$ cat config.mk
export PLATFORM = sky130hd
export DESIGN_NAME = id_stage_top
export DESIGN_NICKNAME = d
export VERILOG_FILES = /design/src/rtl/id_pkg.sv /design/src/rtl/gpr_file.sv /design/src/rtl/inst_decoder.sv /design/src/rtl/operand_forward.sv /design/src/rtl/id_stage_top.sv
export VERILOG_INCLUDE_DIRS = /design/src /design/src/include
export SDC_FILE = /design/constraint.sdc
export NUM_CORES = 2
export LEC_CHECK = 0
export BUFFER_PORTS_ARGS = -buffer_cell sky130_fd_sc_hd__buf_2
export CORE_MARGIN = 8
export CORE_UTILIZATION = 35
export CTS_BUF_LIST = sky130_fd_sc_hd__clkbuf_8 sky130_fd_sc_hd__clkbuf_16
export DETAILED_ROUTE_END_ITERATION = 16
export SLEW_MARGIN = 40
export SYNTH_ARGS = -nofsm -noshare
export SYNTH_HDL_FRONTEND = slang
export SYNTH_SLANG_ARGS = --single-unit
$ cat constraint.sdc
create_clock -name clk -period 13.1 [get_ports clk]
set_input_delay 0.655 -clock clk [delete_from_list [all_inputs] [get_ports clk]]
set_output_delay 0.655 -clock clk [all_outputs]
set_load 0.02 [all_outputs]
$ cat src/include/id_defs.svh
`ifndef ID_DEFS_SVH
`define ID_DEFS_SVH

// datapath and register file sizes
`define ID_DATA_W   32
`define ID_ADDR_W   5
`define ID_NREGS    32

// apb byte address, word index in bits 6:2
`define APB_ADDR_W  7

// primary opcodes
`define OP_SPECIAL  6'b000000
`define OP_ADDI     6'b001000
`define OP_ADDIU    6'b001001
`define OP_SLTI     6'b001010
`define OP_SLTIU    6'b001011
`define OP_ANDI     6'b001100
`define OP_ORI      6'b001101
`define OP_XORI     6'b001110
`define OP_LUI      6'b001111

// special function codes
`define FN_SLL      6'b000000
`define FN_SRL      6'b000010
`define FN_SRA      6'b000011
`define FN_SLLV     6'b000100
`define FN_SRLV     6'b000110
`define FN_SRAV     6'b000111
`define FN_MOVZ     6'b001010
`define FN_MOVN     6'b001011
`define FN_ADD      6'b100000
`define FN_ADDU     6'b100001
`define FN_SUB      6'b100010
`define FN_SUBU     6'b100011
`define FN_AND      6'b100100
`define FN_OR       6'b100101
`define FN_XOR      6'b100110
`define FN_NOR      6'b100111
`define FN_SLT      6'b101010
`define FN_SLTU     6'b101011

`endif

$ cat src/rtl/id_pkg.sv
`default_nettype none

`include "id_defs.svh"

package id_pkg;

    typedef struct packed {
        logic [5:0]            op;
        logic [`ID_ADDR_W-1:0] rs;
        logic [`ID_ADDR_W-1:0] rt;
        logic [`ID_ADDR_W-1:0] rd;
        logic [4:0]            shamt;
        logic [5:0]            funct;
    } r_fmt_t;

    typedef struct packed {
        logic [5:0]            op;
        logic [`ID_ADDR_W-1:0] rs;
        logic [`ID_ADDR_W-1:0] rt;
        logic [15:0]           imm;
    } i_fmt_t;

    // one instruction word, seen as either format
    typedef union packed {
        r_fmt_t r;
        i_fmt_t i;
    } inst_u;

    typedef enum logic [7:0] {
        ALU_NOP   = 8'b00000000,
        ALU_SRL   = 8'b00000010,
        ALU_SRA   = 8'b00000011,
        ALU_MOVZ  = 8'b00001010,
        ALU_MOVN  = 8'b00001011,
        ALU_ADD   = 8'b00100000,
        ALU_ADDU  = 8'b00100001,
        ALU_SUB   = 8'b00100010,
        ALU_SUBU  = 8'b00100011,
        ALU_AND   = 8'b00100100,
        ALU_OR    = 8'b00100101,
        ALU_XOR   = 8'b00100110,
        ALU_NOR   = 8'b00100111,
        ALU_SLT   = 8'b00101010,
        ALU_SLTU  = 8'b00101011,
        ALU_ADDI  = 8'b01010101,
        ALU_ADDIU = 8'b01010110,
        ALU_SLL   = 8'b01111100
    } alu_op_e;

    typedef enum logic [2:0] {
        SEL_NOP   = 3'b000,
        SEL_LOGIC = 3'b001,
        SEL_SHIFT = 3'b010,
        SEL_MOVE  = 3'b011,
        SEL_ARITH = 3'b100
    } alu_sel_e;

    typedef enum logic [1:0] {
        WR_NEVER,
        WR_ALWAYS,
        WR_IF_NONZERO,
        WR_IF_ZERO
    } wr_cond_e;

    // write from a later stage, 38 bits
    typedef struct packed {
        logic                  wen;
        logic [`ID_ADDR_W-1:0] waddr;
        logic [`ID_DATA_W-1:0] wdata;
    } fwd_t;

    typedef struct packed {
        logic                   psel;
        logic                   penable;
        logic                   pwrite;
        logic [`APB_ADDR_W-1:0] paddr;
        logic [`ID_DATA_W-1:0]  pwdata;
    } apb_req_t;

    typedef struct packed {
        logic                  valid;
        alu_op_e               aluop;
        alu_sel_e              alusel;
        logic                  rd_en1;
        logic                  rd_en2;
        logic [`ID_ADDR_W-1:0] raddr1;
        logic [`ID_ADDR_W-1:0] raddr2;
        logic [`ID_ADDR_W-1:0] waddr;
        wr_cond_e              wr_cond;
        logic [`ID_DATA_W-1:0] imm;
    } dec_ctrl_t;

    typedef struct packed {
        logic                  valid;
        alu_op_e               aluop;
        alu_sel_e              alusel;
        logic [`ID_DATA_W-1:0] op1;
        logic [`ID_DATA_W-1:0] op2;
        logic [`ID_ADDR_W-1:0] waddr;
        logic                  wen;
    } id_ex_t;

endpackage

`default_nettype wire

$ cat src/rtl/gpr_file.sv
`timescale 1ns/1ps
`default_nettype none

`include "id_defs.svh"

module gpr_file (
    input  logic                  clk,
    input  logic                  rst_n,
    input  id_pkg::apb_req_t      apb,
    output logic [`ID_DATA_W-1:0] prdata,
    input  logic [`ID_ADDR_W-1:0] raddr1,
    input  logic [`ID_ADDR_W-1:0] raddr2,
    output logic [`ID_DATA_W-1:0] rdata1,
    output logic [`ID_DATA_W-1:0] rdata2
);

    logic [`ID_DATA_W-1:0] regs [`ID_NREGS];

    logic [`ID_ADDR_W-1:0] apb_idx;
    logic                  apb_access;
    logic                  apb_wr;
    logic                  apb_rd;

    // word index from the byte address
    assign apb_idx    = apb.paddr[`APB_ADDR_W-1:2];
    assign apb_access = apb.psel && apb.penable;
    assign apb_wr     = apb_access && apb.pwrite;
    assign apb_rd     = apb_access && !apb.pwrite;

    // register 0 is never written so it stays at its reset value
    always_ff @(posedge clk) begin
        if (!rst_n) begin
            for (int i = 0; i < `ID_NREGS; i++) begin
                regs[i] <= '0;
            end
        end else if (apb_wr && apb_idx != '0) begin
            regs[apb_idx] <= apb.pwdata;
        end
    end

    // readback only during the access cycle
    assign prdata = apb_rd ? regs[apb_idx] : '0;

    // decode read ports, old value during a same-cycle apb write
    assign rdata1 = regs[raddr1];
    assign rdata2 = regs[raddr2];

endmodule

`default_nettype wire

$ cat src/rtl/inst_decoder.sv
`timescale 1ns/1ps
`default_nettype none

`include "id_defs.svh"

module inst_decoder (
    input  id_pkg::inst_u     inst,
    output id_pkg::dec_ctrl_t ctrl
);

    import id_pkg::*;

    logic [`ID_DATA_W-1:0] imm_zext;
    logic [`ID_DATA_W-1:0] imm_sext;
    logic [`ID_DATA_W-1:0] imm_upper;
    logic                  imm_form;
    logic                  shamt_form;

    assign imm_zext  = {16'h0, inst.i.imm};
    assign imm_sext  = {{16{inst.i.imm[15]}}, inst.i.imm};
    assign imm_upper = {inst.i.imm, 16'h0};

    assign imm_form = inst.i.op inside {`OP_ORI, `OP_ANDI, `OP_XORI, `OP_LUI,
                                        `OP_ADDI, `OP_ADDIU, `OP_SLTI, `OP_SLTIU};

    always_comb begin
        ctrl        = '0;
        ctrl.raddr1 = inst.r.rs;
        ctrl.raddr2 = inst.r.rt;
        shamt_form  = 1'b0;

        case (inst.r.op)
            `OP_SPECIAL: begin
                ctrl.waddr   = inst.r.rd;
                ctrl.rd_en1  = 1'b1;
                ctrl.rd_en2  = 1'b1;
                ctrl.wr_cond = WR_ALWAYS;
                // register forms need a zero shamt field
                ctrl.valid   = (inst.r.shamt == '0);
                case (inst.r.funct)
                    `FN_OR: begin
                        ctrl.aluop  = ALU_OR;
                        ctrl.alusel = SEL_LOGIC;
                    end
                    `FN_AND: begin
                        ctrl.aluop  = ALU_AND;
                        ctrl.alusel = SEL_LOGIC;
                    end
                    `FN_XOR: begin
                        ctrl.aluop  = ALU_XOR;
                        ctrl.alusel = SEL_LOGIC;
                    end
                    `FN_NOR: begin
                        ctrl.aluop  = ALU_NOR;
                        ctrl.alusel = SEL_LOGIC;
                    end
                    `FN_SLLV, `FN_SLL: begin
                        ctrl.aluop  = ALU_SLL;
                        ctrl.alusel = SEL_SHIFT;
                        shamt_form  = (inst.r.funct == `FN_SLL);
                    end
                    `FN_SRLV, `FN_SRL: begin
                        ctrl.aluop  = ALU_SRL;
                        ctrl.alusel = SEL_SHIFT;
                        shamt_form  = (inst.r.funct == `FN_SRL);
                    end
                    `FN_SRAV, `FN_SRA: begin
                        ctrl.aluop  = ALU_SRA;
                        ctrl.alusel = SEL_SHIFT;
                        shamt_form  = (inst.r.funct == `FN_SRA);
                    end
                    `FN_ADD: begin
                        ctrl.aluop  = ALU_ADD;
                        ctrl.alusel = SEL_ARITH;
                    end
                    `FN_ADDU: begin
                        ctrl.aluop  = ALU_ADDU;
                        ctrl.alusel = SEL_ARITH;
                    end
                    `FN_SUB: begin
                        ctrl.aluop  = ALU_SUB;
                        ctrl.alusel = SEL_ARITH;
                    end
                    `FN_SUBU: begin
                        ctrl.aluop  = ALU_SUBU;
                        ctrl.alusel = SEL_ARITH;
                    end
                    `FN_SLT: begin
                        ctrl.aluop  = ALU_SLT;
                        ctrl.alusel = SEL_ARITH;
                    end
                    `FN_SLTU: begin
                        ctrl.aluop  = ALU_SLTU;
                        ctrl.alusel = SEL_ARITH;
                    end
                    `FN_MOVN: begin
                        ctrl.aluop   = ALU_MOVN;
                        ctrl.alusel  = SEL_MOVE;
                        ctrl.wr_cond = WR_IF_NONZERO;
                    end
                    `FN_MOVZ: begin
                        ctrl.aluop   = ALU_MOVZ;
                        ctrl.alusel  = SEL_MOVE;
                        ctrl.wr_cond = WR_IF_ZERO;
                    end
                    default: begin
                        ctrl.valid = 1'b0;
                    end
                endcase
            end
            `OP_ORI: begin
                ctrl.aluop  = ALU_OR;
                ctrl.alusel = SEL_LOGIC;
                ctrl.imm    = imm_zext;
            end
            `OP_ANDI: begin
                ctrl.aluop  = ALU_AND;
                ctrl.alusel = SEL_LOGIC;
                ctrl.imm    = imm_zext;
            end
            `OP_XORI: begin
                ctrl.aluop  = ALU_XOR;
                ctrl.alusel = SEL_LOGIC;
                ctrl.imm    = imm_zext;
            end
            // lui is an or with rs, which is normally r0
            `OP_LUI: begin
                ctrl.aluop  = ALU_OR;
                ctrl.alusel = SEL_LOGIC;
                ctrl.imm    = imm_upper;
            end
            `OP_ADDI: begin
                ctrl.aluop  = ALU_ADDI;
                ctrl.alusel = SEL_ARITH;
                ctrl.imm    = imm_sext;
            end
            `OP_ADDIU: begin
                ctrl.aluop  = ALU_ADDIU;
                ctrl.alusel = SEL_ARITH;
                ctrl.imm    = imm_sext;
            end
            `OP_SLTI: begin
                ctrl.aluop  = ALU_SLT;
                ctrl.alusel = SEL_ARITH;
                ctrl.imm    = imm_sext;
            end
            `OP_SLTIU: begin
                ctrl.aluop  = ALU_SLTU;
                ctrl.alusel = SEL_ARITH;
                ctrl.imm    = imm_sext;
            end
            default: begin
                ctrl.valid = 1'b0;
            end
        endcase

        // immediate forms: rs in, rt out
        if (imm_form) begin
            ctrl.valid   = 1'b1;
            ctrl.rd_en1  = 1'b1;
            ctrl.waddr   = inst.i.rt;
            ctrl.wr_cond = WR_ALWAYS;
        end

        // sll/srl/sra take shamt as op1 and need rs zero
        if (shamt_form) begin
            ctrl.rd_en1 = 1'b0;
            ctrl.imm    = {{(`ID_DATA_W-5){1'b0}}, inst.r.shamt};
            ctrl.valid  = (inst.r.rs == '0);
        end
    end

endmodule

`default_nettype wire

$ cat src/rtl/operand_forward.sv
`timescale 1ns/1ps
`default_nettype none

`include "id_defs.svh"

module operand_forward (
    input  id_pkg::dec_ctrl_t     ctrl,
    input  logic [`ID_DATA_W-1:0] rdata1,
    input  logic [`ID_DATA_W-1:0] rdata2,
    input  id_pkg::fwd_t          ex_fwd,
    input  id_pkg::fwd_t          mem_fwd,
    output id_pkg::id_ex_t        issue_d
);

    import id_pkg::*;

    logic [`ID_DATA_W-1:0] op1;
    logic [`ID_DATA_W-1:0] op2;
    logic                  wen;

    // ex is newer than mem, r0 never forwards
    function automatic logic [`ID_DATA_W-1:0] pick_operand(
        input logic                  rd_en,
        input logic [`ID_ADDR_W-1:0] raddr,
        input logic [`ID_DATA_W-1:0] rdata,
        input fwd_t                  ex,
        input fwd_t                  mem,
        input logic [`ID_DATA_W-1:0] imm
    );
        if (!rd_en) begin
            return imm;
        end else if (raddr == '0) begin
            return '0;
        end else if (ex.wen && ex.waddr == raddr) begin
            return ex.wdata;
        end else if (mem.wen && mem.waddr == raddr) begin
            return mem.wdata;
        end
        return rdata;
    endfunction

    assign op1 = pick_operand(ctrl.rd_en1, ctrl.raddr1, rdata1, ex_fwd, mem_fwd, ctrl.imm);
    assign op2 = pick_operand(ctrl.rd_en2, ctrl.raddr2, rdata2, ex_fwd, mem_fwd, ctrl.imm);

    // conditional moves look at the forwarded op2
    always_comb begin
        case (ctrl.wr_cond)
            WR_ALWAYS:     wen = 1'b1;
            WR_IF_NONZERO: wen = (op2 != '0);
            WR_IF_ZERO:    wen = (op2 == '0);
            default:       wen = 1'b0;
        endcase
    end

    always_comb begin
        issue_d = '0;
        if (ctrl.valid) begin
            issue_d.valid  = 1'b1;
            issue_d.aluop  = ctrl.aluop;
            issue_d.alusel = ctrl.alusel;
            issue_d.op1    = op1;
            issue_d.op2    = op2;
            issue_d.waddr  = ctrl.waddr;
            issue_d.wen    = wen;
        end
    end

endmodule

`default_nettype wire

$ cat src/rtl/id_stage_top.sv
`timescale 1ns/1ps
`default_nettype none

`include "id_defs.svh"

module id_stage_top (
    input  logic                  clk,
    input  logic                  rst_n,
    input  id_pkg::inst_u         inst,
    input  logic                  stall,
    input  id_pkg::fwd_t          ex_fwd,
    input  id_pkg::fwd_t          mem_fwd,
    input  id_pkg::apb_req_t      apb,
    output logic [`ID_DATA_W-1:0] prdata,
    output id_pkg::id_ex_t        issue
);

    import id_pkg::*;

    dec_ctrl_t             ctrl;
    logic [`ID_DATA_W-1:0] rdata1;
    logic [`ID_DATA_W-1:0] rdata2;
    id_ex_t                issue_d;

    gpr_file u_gpr_file (
        .clk    (clk),
        .rst_n  (rst_n),
        .apb    (apb),
        .prdata (prdata),
        .raddr1 (ctrl.raddr1),
        .raddr2 (ctrl.raddr2),
        .rdata1 (rdata1),
        .rdata2 (rdata2)
    );

    inst_decoder u_inst_decoder (
        .inst (inst),
        .ctrl (ctrl)
    );

    operand_forward u_operand_forward (
        .ctrl    (ctrl),
        .rdata1  (rdata1),
        .rdata2  (rdata2),
        .ex_fwd  (ex_fwd),
        .mem_fwd (mem_fwd),
        .issue_d (issue_d)
    );

    // id/ex register, a stalled instruction is dropped
    always_ff @(posedge clk) begin
        if (!rst_n) begin
            issue <= '0;
        end else if (!stall) begin
            issue <= issue_d;
        end
    end

endmodule

`default_nettype wire

# Yosys cells after proc, flatten, opt, wreduce, memory -nomap -nowiden

Memory sizes are Yosys's and may differ from the RTL's.
Index checks and enable logic that the tools add are counted.

Register bits: 82
Memory bits (writable): 1,024
Output and inout bits: 114
Logic and storage cells: 110
Memories: 1

Memory list:

| memory          | depth | width | rd ports | clocked after Yosys merged registers in | write ports | line           | RTL |
|---|---|---|---|---|---|---|---|
| u_gpr_file.regs | 32    | 32    | 3        | 0                                       | 32          | gpr_file.sv:17 | `` logic [`ID_DATA_W-1:0] regs [`ID_NREGS]; `` |

Equality and inequality tests: 32
Muxes and demuxes: 44
Reduce and logical (&&, ||, !) cells: 26

Operators by type and width:

| operator                                                        | count |
|---|---|
| 32-bit two-way mux                                              | 13 |
| 10-bit case mux with 15 select lines                            | 1 |
| 32-bit case mux with 3 select lines                             | 1 |
| 82-bit two-way mux                                              | 1 |
| 10-bit case mux with 8 select lines                             | 1 |
| 6-bit by 4-bit == test with 1-bit output, second input constant | 10 |
| 6-bit == test, second input constant                            | 10 |
| 32-bit zero test                                                | 1 |
| 32-bit nonzero test                                             | 1 |
| 32-bit OR reduction                                             | 1 |
| 5-bit == test                                                   | 4 |
| 1-bit two-way mux                                               | 20 |
| 6-bit by 3-bit == test with 1-bit output, second input constant | 3 |
| 18-bit OR reduction                                             | 1 |
| 5-bit zero test                                                 | 3 |
| 7-bit two-way mux                                               | 2 |
| 6-bit by 2-bit == test with 1-bit output, second input constant | 2 |
| 6-bit zero test                                                 | 2 |
| 1-bit logical AND                                               | 8 |
| 8-bit nonzero test                                              | 1 |
| 2-bit OR reduction                                              | 4 |
| 1-bit case mux with 3 select lines                              | 2 |
| 5-bit two-way mux                                               | 1 |
| 5-bit nonzero test                                              | 1 |
| 7 further kinds                                                 | 8 |

# Depth between registers and ports, before layout

Depth after elaboration: 10
Mapped depth: 16

# Modules after synthesis

From an unflattened synthesis, not the netlist that was laid out.

Cells, all modules: 5,576
Area total of the unflattened synthesis: 69,840.7 sq um

Modules (own cells, without submodules):

| module          | times used | cells each | area each (sq um) | seq. area each (sq um) |
|---|---|---|---|---|
| gpr_file        | 1          | 4,730      | 62,890.3          | 30,749.5 |
| id_stage_top    | 1          | 264        | 3,190.6           | 1,641.6 |
| operand_forward | 1          | 461        | 2,922.8           | 0.0 |
| inst_decoder    | 1          | 121        | 837.1             | 0.0 |

# Least setup slack after synthesis

No wires, ideal clock.

Path kind: input-to-reg
Start: in apb[34] in the netlist's numbering
End: mem u_gpr_file.regs[11][0] in the netlist's numbering, enable pin
Data arrival time: 4.355 ns
Required time: 12.634 ns
Path slack: 8.280 ns
Cell stages on the path: 6
Path through: clkbuf_1 > clkbuf_1 > buf_1 > nand2_1 > clkbuf_1 > o21ai_0

RTL lines:

| item               | line               | RTL |
|---|---|---|
| start: declaration | id_stage_top.sv:13 | `input id_pkg::apb_req_t apb,` |
| end: declaration   | gpr_file.sv:17     |  |

# Final worst setup path

Start: in apb[35] in the netlist's numbering
End: out prdata[8]

Word-level cells in the longest chain between the ends: 2

RTL lines:

| item               | line               | RTL |
|---|---|---|
| memory 32 x 32 bit | n/a                |  |
| 32-bit two-way mux | gpr_file.sv:42     | `assign prdata = apb_rd ? regs[apb_idx] : '0;` |
| end: declaration   | id_stage_top.sv:14 | `` output logic [`ID_DATA_W-1:0] prdata, `` |

Every way passes these cells.

==> impl_results.md <==
- Setup slack, reg-to-reg: 9.67 ns
- Fin Setup TNS: 0 ns
- Post-synthesis sequential area ratio: 48.5%
- CP required: 12.44 ns
- Internal power: 6.59 mW
- DRT iter0 DRCs: 8518
- Primary FF master, synth: sky130_fd_sc_hd__edfxtp_1
- Peak supply drop: 124 µV
- Syn-to-layout area delta: 13.5%
- Endpoint kind of the worst setup timing path: output pin
- Critical path's slowest cell: sky130_fd_sc_hd__buf_4
- Number of synthesis warnings: 0
- Die height: 453 µm
- Detailed Place HPWL: 173000 µm
- Max-cap violations: 0
- Part of the power in the clock network: 38.8%
- Synthesized area per cell: 14.4 µm²
- Final min period: 5.36 ns
- Insertion delay of the later-clocked pin in the worst-skew pair: 0.79 ns
- Count of buffers from port buffering: 263
- Number of gates resized after CTS: 0
- FP Rows: 160
- Total track usage: 27.6%
- Instance count of the mapped netlist: 4626
- Number of synthesized flops with an enable pin: 1024
- Fmax: 0.187 GHz
- Number of hold buffers added after CTS: 0
- Critical path startpoint category: input pin
- Switching power total: 2.47 mW
- DR DRC count: 0
- DR pass1 iterations: 6
- Crit-path max cell delay: 0.81 ns
- Comb power frac: 15.4%
- Switching portion of total power: 27.3%
- Total standard cell area after synthesis: 66700 µm²
- Headroom to the max-slew limit: 33.9%
- Path class of the lowest-slack min-delay path: input pin to flip-flop
- Maximum buffer depth of the clock tree: 3
- Clock Skew: 0.0383 ns
- Synth async-reset ratio: 0%
- Clock slew at the register clock pins of the worst setup and hold paths: 0.07 ns
- Largest area contributor in the netlist: sky130_fd_sc_hd__edfxtp_1
- Crit Path Category: input pin to output pin
- Final worst setup slack: 7.74 ns
- Number of nets in the layout: 4834
- Gpl congestion: 0.908
- Number of slew-limit violations in the final report: 0
- Sinks on Clock Net: 1104
- Kind of cell with the highest combined delay on the critical path: buffers and inverters
- Fraction of the cycle the final worst path needs: 40.9%
- Top area cells in the synthesized netlist: sky130_fd_sc_hd__edfxtp_1, sky130_fd_sc_hd__mux4_2, sky130_fd_sc_hd__and2_1
- Most common cell after layout, fill and taps aside: sky130_fd_sc_hd__edfxtp_1
- Sequence of cells on the critical path: buf_8 -> buf_4 -> buf_4 -> mux4_2 -> a22o_1 -> a221oi_1 -> a31oi_2 -> buf_2
- Final hold violation count: 0
- Proportion of power drawn by flip-flops and latches: 45.8%
- First-pass GRT wire length: 397000 µm
- Leakage dissipation: 25.3 nW
- Remaining antenna violation count: 0
- Actual slew at the worst max-slew pin: 0.992 ns
- Vias in the first global route: 47500
- Setup violations, final: 0
- Effective utilization at floorplan: 35.2%
- Die width: 453 µm
- WL per Instance: 39.8 µm
- # IOs: 267
- Total global routing overflow: 0
- Signal arrival time at the worst endpoint: 4.71 ns
- Critical Path Fanout Max: 56
- Buffer type at the clock tree root: sky130_fd_sc_hd__clkbuf_16
- Most used cell, CP: sky130_fd_sc_hd__buf_4
- Count of buffering cells on the critical path with inverters included: 4
- CTS H-tree lvls: 3
- Fraction of final layout cells sized beyond drive strength 1: 32.8%
- Number of CTS-inserted buffers: 116
- Flip-flop and latch count after synthesis: 1104
- Pin count of the biggest net entering global routing: 112
- TritonCTS clock tree: yes
- Fraction of post-synthesis cell area in the top cell type by area: 46.1%
- Final Core Density: 39.9%
- Total detailed-routing wirelength: 292000 µm
- Power density relative to cell area: 120 nW/µm²
- Average vias per placed instance: 6.74
- Antenna violations before repair: 56
- Via count: 49400
- Unrepaired setup endpoints after global routing: no
- Area inside the core boundary: 190000 µm²
- Post-CTS setup buffer count: 0
- Post-synth cell types: 72
- DP Worst Slack: 7.69 ns
- Leading cell types in the layout, fill and taps excluded: sky130_fd_sc_hd__edfxtp_1, sky130_fd_sc_hd__and2_1, sky130_fd_sc_hd__mux4_2
- Die ar.: 205000 µm²
- Status: finished clean
## cell type report
type | count | area, µm²
antenna | 39 | 97.6
multi-input combinational | 3018 | 33000
inverter | 8 | 36.3
sequential | 1104 | 32400
timing repair buffer | 433 | 3090
clock inverter | 100 | 1030
clock buffer | 118 | 2950
tap | 2511 | 3140
fill | 17400 | 114000
## worst paths after layout
| check | end | cells after the start | startpoint |
|---|---|---|---|
| worst min-delay path | issue[8] | 3 | stall |
| worst max-delay path | prdata[8] | 8 | apb[35] |
| worst min register to register | issue[76] | 2 | issue[76] |
| worst max register to register | issue[0] | 9 | u_gpr_file.regs[20][3] |
## kinds of logic (layout without fill, tap and decap cells)
logic type,after synthesis,count (layout),synth area share [%]
and+or+nand+nor,1439,1439,12.5
buffers and inverters,536,659,3.36
other,1,72,0.00562
muxes,940,940,29.3
AOI/OAI and AO/OA,585,585,6.08
DFF,1104,1104,48.5
xor gates and xnor gates,21,21,0.276
## registers in the layout, indices dropped and copies added (netlist names)
signal and cells:
issue 80, u_gpr_file.regs 1024
## power groups by stage
| stage | clock [mW] | sequential [mW] | combinational (mW) |
|---|---|---|---|
| final | 3.52 | 4.15 | 1.39 |
| after CTS | 3.53 | 4.14 | 1.35 |
| after global routing | 3.65 | 4.17 | 1.42 |
| after detailed placement | 0 | 4.22 | 1.35 |
| after floorplan | 0 | 4.18 | 0.829 |
| after global placement | 0 | 4.20 | 1.32 |
## through the flow
step                      instances  hold slack (ns)  area (µm²)  total power, mW
final                          7331            0.301       75700             9.07
after global routing           7297            0.314       75700             9.23
after CTS                      7286            0.262       75500             9.02
after detailed placement       7068            0.454       71500             5.56
after global placement         7049            0.453       71000             5.52
after floorplan                4658            0.530       66900             5.01
## worst reg2reg max path: cells and delay by family (launching register included)
| family | cells | cell delay [ns] |
|---|---|---|
| simple gates | 3 | 0.99 |
| mux | 1 | 0.48 |
| compound gates | 5 | 1.42 |
| flops | 1 | 0.42 |
## cells in the mapped netlist, drive strengths merged, types with 3 or more instances
cell,instances
buf,145
o211ai,9
a31oi,46
mux2i,115
a2111oi,3
inv,7
mux4,812
a21oi,114
nand3b,7
a221oi,46
a22o,35
or3b,6
dfxtp,80
or2,5
nor4,9
nand2b,5
nor3,17
xnor2,5
nor2,157
o211a,5
or4,4
xor2,16
nor2b,35
o22ai,38
mux2,13
a31o,6
o21ai,65
o221ai,10
or3,5
nor3b,4
a32o,3
and3,6
nand4,17
a22oi,133
clkbuf,383
nand3,21
and2,1003
a32oi,21
a211oi,38
nand2,131
edfxtp,1024
## per-layer routing
metal  share of wire, %  global-route usage (%)  vias to the layer above
met5              0.032                  0.0947                        -
met4                8.1                    19.2                       14
li1                   -                       -                    18500
met1                 33                    33.3                    25200
met2                 44                    41.7                     4580
met3                 14                    9.29                     1124
Note: power is estimated with default switching activity, not from simulation.
